**src/mem_defs.svh**
```systemverilog
`ifndef MEM_DEFS_SVH
`define MEM_DEFS_SVH

// width of one line on the memory port, eight 32-bit words.
`define MEM_LINE_BITS 256

// depth of the main memory model in lines.
`define MEM_LINES 64

// line index is taken from address bits 10:5.
`define MEM_INDEX_BITS 6

// busy cycles between the start of an access and its resp.
`define MEM_LATENCY 4

`endif
```
**src/rv32i_types.sv**
```systemverilog
package rv32i_types;

    // byte address or data word of the core.
    typedef logic [31:0] rv32i_word;

endpackage : rv32i_types

```
**src/mem_types.sv**
```systemverilog
`include "mem_defs.svh"

package mem_types;

    import rv32i_types::*;

    typedef logic [`MEM_LINE_BITS-1:0] mem_line_t;

    // request toward memory, 290 bits.
    typedef struct packed {
        logic      read;
        logic      write;
        rv32i_word addr;
        mem_line_t wdata;
    } mem_req_t;

    // response from memory, 257 bits.
    typedef struct packed {
        logic      resp;  // one-cycle pulse per access.
        mem_line_t rdata;
    } mem_rsp_t;

    typedef enum logic [1:0] {
        arb_idle,
        arb_icache,
        arb_dcache
    } arb_state_e;

    typedef enum logic [1:0] {
        mem_idle,
        mem_busy,
        mem_done
    } mem_state_e;

endpackage : mem_types

```
**src/arbiter.sv**
```systemverilog
module arbiter
    import rv32i_types::*;
    import mem_types::*;
(
    input  logic       clk,
    input  logic       rst,

    // instruction client, read only.
    input  logic       inst_read,
    input  rv32i_word  inst_addr,
    output mem_rsp_t   inst_rsp,

    // data client.
    input  mem_req_t   data_req,
    output mem_rsp_t   data_rsp,

    // shared line port.
    output mem_req_t   mem_req,
    input  mem_rsp_t   mem_rsp
);

    arb_state_e state;
    arb_state_e next_state;

    logic inst_wants;
    logic data_wants;
    logic done;

    assign inst_wants = inst_read;
    assign data_wants = data_req.read | data_req.write;
    assign done       = mem_rsp.resp;

    // data side wins from idle; on a resp the port goes to the other side if it waits.
    always_comb begin
        next_state = state;
        case (state)
            arb_idle: begin
                if (data_wants) begin
                    next_state = arb_dcache;
                end else if (inst_wants) begin
                    next_state = arb_icache;
                end
            end

            arb_icache: begin
                if (done) begin
                    next_state = data_wants ? arb_dcache : arb_idle;
                end
            end

            arb_dcache: begin
                if (done) begin
                    next_state = inst_wants ? arb_icache : arb_idle;
                end
            end

            default: begin
                next_state = arb_idle;
            end
        endcase
    end

    // steer request and response by grant.
    always_comb begin
        mem_req  = '0;  // idle keeps the port quiet.
        inst_rsp = '0;
        data_rsp = '0;
        case (state)
            arb_icache: begin
                mem_req.read  = inst_read;
                mem_req.write = 1'b0;
                mem_req.addr  = inst_addr;
                mem_req.wdata = '0;
                inst_rsp      = mem_rsp;
            end

            arb_dcache: begin
                mem_req  = data_req;
                data_rsp = mem_rsp;
            end

            default: begin
                mem_req  = '0;
                inst_rsp = '0;
                data_rsp = '0;
            end
        endcase
    end

    always_ff @(posedge clk) begin
        if (rst) begin
            state <= arb_idle;
        end else begin
            state <= next_state;
        end
    end

endmodule : arbiter

```
**config.mk**
```make
export PLATFORM = sky130hd
export DESIGN_NAME = arbiter
export DESIGN_NICKNAME = d
export VERILOG_FILES = /design/src/rv32i_types.sv /design/src/mem_types.sv /design/src/arbiter.sv
export VERILOG_INCLUDE_DIRS = /design/src
export SDC_FILE = /design/constraint.sdc
export NUM_CORES = 1
export LEC_CHECK = 0
export BUFFER_PORTS_ARGS = -buffer_cell sky130_fd_sc_hd__clkbuf_2
export CELL_PAD_IN_SITES_DETAIL_PLACEMENT = 1
export CELL_PAD_IN_SITES_GLOBAL_PLACEMENT = 1
export CORE_AREA = 3 3 539 541
export CTS_CLUSTER_SIZE = 20
export DETAILED_ROUTE_END_ITERATION = 8
export DIE_AREA = 0 0 542 544
export PLACE_DENSITY_LB_ADDON = 0.1
export SLEW_MARGIN = 20
export SYNTH_ARGS = -nofsm -noshare
export SYNTH_HDL_FRONTEND = slang
export SYNTH_SLANG_ARGS = --single-unit
```
**constraint.sdc**
```tcl
create_clock -name clk -period 4.9 [get_ports clk]
set_clock_uncertainty 0.1 [all_clocks]
set_input_delay 0.735 -clock clk [delete_from_list [all_inputs] [get_ports clk]]
set_output_delay 0.735 -clock clk [all_outputs]
set_load 0.05 [all_outputs]
```
==> summary by stage <==
Clock network
Clock-pin slew was measured on the worst setup and hold paths at approximately 0.030 ns. The clock latency reported for the late side of the worst-skew pair is about 0.22 ns. In this run, post-CTS repair resized a total of 0 instances.

The cell sitting at the root of the clock tree is a clkbuf_16. In this run the number of H-tree levels came out at 1. The longest clock path from root to sink contains 2 buffers.

Counting the buffers created by CTS gives 3. Buffers added to address setup during post-CTS repair amount to 0. Clock tree synthesis found a total of 2 sinks. TritonCTS built the clock tree. The hold buffer count at cts is 0.

Finish
The number of flip-flops in the largest register is 2. After filler insertion, the fill cell instance count of the layout stands at roughly 35000. In the layout the commonest cells are 1385 x clkbuf_2, 771 x and2_1, 34 x nor2b_1.

The final net count is around 2900. The share of final-layout standard cells stronger than drive strength 1 is 0.625. The total area of sequential cells is around 40 um2. The largest registers in the layout are state x2. The area added between synthesis and finish is 197%. The register ranked first by flip-flop count is state. The commonest non-fill, non-tap cell in the layout is clkbuf_2. Once layout is done, the placed cells without fillers occupy roughly 18000 um2. The area used by multi-input combinational logic is roughly 5400 um2.

Critical path
In this run the worst path has a maximum fanout of 66. The worst register-to-register path ends at state[0]. The critical path depth in cells is 7. On the critical path the largest part of the delay comes from buffers and inverters. The capture point of the worst path is mem_req[284]. STA classifies the critical path endpoint as an output port. The signal arrival time at the worst endpoint is between 2 and 3 ns.

For this design, the slowest cell found on the critical path is ha_4. The critical path goes through inv_1 -> ha_4 -> buf_12 -> buf_12 -> a22oi_1 -> nor2b_1 -> clkbuf_2. The critical register-to-register path startpoint is state[0]. The count of buffering cells on the critical path with inverters included is 4. The sort of element at the start of the critical path is a flip-flop. The launching instance or port of the critical path is state[0].

Across all register-to-register paths, the minimum setup slack is 2.68 ns. The longest individual stage delay on the worst path is around 0.56 ns. The cell repeated most along the worst path is buf_12. The depth of the worst register-to-register path is 6. The worst path required time is 4.07 ns. The worst setup path is of the reg2out kind.

GRT
The first global-routing pass estimated ~220 mm of wire. The number of global-route vias before repair is around 14000. The initial antenna violation count came to around 240. In the global route stage, overall resource usage came out at 0.124. The maximum number of pins on one net before global-route repair is about 130. Summed over all layers, the global routing overflow is 0.

Floorplan
The number of standard-cell rows in the floorplan is approximately 200. For this configuration, the core starts out at a cell density of 0.0208. The area of the die is a little under 300000 um2.

The I/O pin count is roughly 1400. The core region is 285000 um2. The floorplan die width is 542 um. The y dimension of the die is 544 um.

Drt
The final route contains approximately 13000 vias. Before antenna repair, the detailed router went through 4 iterations. After detailed routing, the number of remaining DRC violations is 0.

The routed wirelength normalized by instance count is between 30 and 40 um. The detailed router finished its first iteration with 416 violations. The final layout contains routed wiring with a total length of between 150 and 200 mm.

In this run the remaining antenna-violating nets after routing total 0. Using the TritonRoute via totals, the vias-per-cell ratio works out to around 2.2.

Outcome
The run finished with clean final reports.

Flow run
The tool flagged a number of max-cap violations equal to 0.

Yosys
After synthesis the cells add up to a little under 6000 um2. For this run, asynchronously set or reset flops after synthesis account for 0. The number of nets handed over by synthesis was about 1500.

The synthesized design contains 2 register bits. The post-synthesis sequential area ratio is 0.00673. The gate count after technology mapping is ~950. The mean area per synthesized cell is about 6.2 um2. The prevailing post-synth register cell is dfxtp_1.

The number of enable flip-flop cells after synthesis is 0. The netlist uses 20 different library cells. The Yosys step of the flow raised 0 warnings.

Timing
The worst pin sits at a relative slew slack of 0.510. The shortest period the worst path allows is 3.72 ns. Setup repair after global routing left no endpoint under its margin. The final-report hold violation count was 0. Adding up every negative setup slack in the final design gives 0 ns. At the pin with the least slew margin, the transition time is ~0.74 ns. The share of the cycle needed by the critical path after routing is 0.759.

Setup violations remaining at the end of the flow were counted as 0. The max-slew violation count came to 0. The highest attainable clock frequency is ~0.27 GHz.

Placed design
The count of buffers added on input and output ports is 1385. The placed instances occupy a cell area of roughly 17000 um2. The half-perimeter wire length after placement is about 180 mm. At the end of routability-driven placement, the weighted congestion stood at 0.813.

Power and ir drop
The internal power of the cells totals ~1.1 mW. The relative contribution of combinational cells to total power is 0.971. The share of total power dissipated in sequential elements is 0.004. The leakage power figure is slightly below 9 nW. The worst ir drop on vdd is 0.0934 mV.

The fraction of power consumed by the clock network is 0.024. The ratio of total power to cell area is 287 nW/um2. The switching fraction of total power is 0.780.

The net switching power of the design is 3.95 mW.

Hold path
The worst hold path passes through 2 cells. In this run the worst hold path is classified as reg2reg.
[power by group through the flow]
stage	Sequential (mW)	Clock [mW]	Combinational (mW)
after floorplan	0.0211	0	3.09
after global placement	0.0230	0	5.11
after detailed placement	0.0229	0	5.08
after CTS	0.0227	0.125	5.10
after global routing	0.0231	0.125	5.23
final	0.0227	0.122	4.92
[layout make-up]
cell class	instances	area share
Tap cell	3762	0.267
Sequential cell	2	0.00227
Timing Repair Buffer	1414	0.411
Clock buffer	3	0.00426
Inverter	2	0.000426
Multi-Input combinational cell	853	0.308
Antenna cell	50	0.00710
[metal layers]
layer  part of all wire  wire, um  GRT usage
met5             0.0045       862          0
met4              0.011      2180    0.00692
met3               0.16     31700     0.0891
met2               0.42     81500      0.192
met1               0.40     75900      0.143
[worst min-delay path by stage]
stage                           to  startpoint
final                     state[1]    state[1]
after CTS                 state[1]    state[1]
after floorplan           state[1]    state[1]
after detailed placement  state[1]    state[1]
after global placement    state[1]    state[1]
after global routing      state[1]    state[1]
[Yosys cell counts, drive strengths merged, types with 2 or more instances]
master | instances | area, um2
nor2b | 34 | 213
buf | 18 | 109
ha | 5 | 62.6
dfxtp | 2 | 40.0
clkbuf | 78 | 379
a22oi | 33 | 248
inv | 2 | 7.51
and2 | 771 | 4820
nor2 | 2 | 7.51
[worst reg2reg max path: cells and delay by family (launching register included)]
kind	cells	cell delay (ns)
buffers and inverters	2	0.44
AOI/OAI and AO/OA	3	0.77
adders and majority gates	1	0.37
DFF	1	0.42
[stage by stage]
stage               power (mW)  hold WS (ns)  instances  worst slack (ns)    util
detailed placement        5.10         0.575       6033              1.21  0.0611
finish                    5.07         0.582       6086              1.18  0.0618
global placement          5.13         0.573       6033              1.23  0.0611
floorplan                 3.11         0.429        953              2.33       -
global route              5.38         0.625       6045             0.935  0.0614
CTS                       5.24         0.582       6036             0.973  0.0613
[logic make-up after synthesis]
kind of cell / share of synthesized area
and+or+nand+nor: 0.852
buffers and inverters: 0.0833
AOI/OAI and AO/OA: 0.0478
adders and majority gates: 0.0105
DFF: 0.00673
Power figures use the tool's default switching activity.
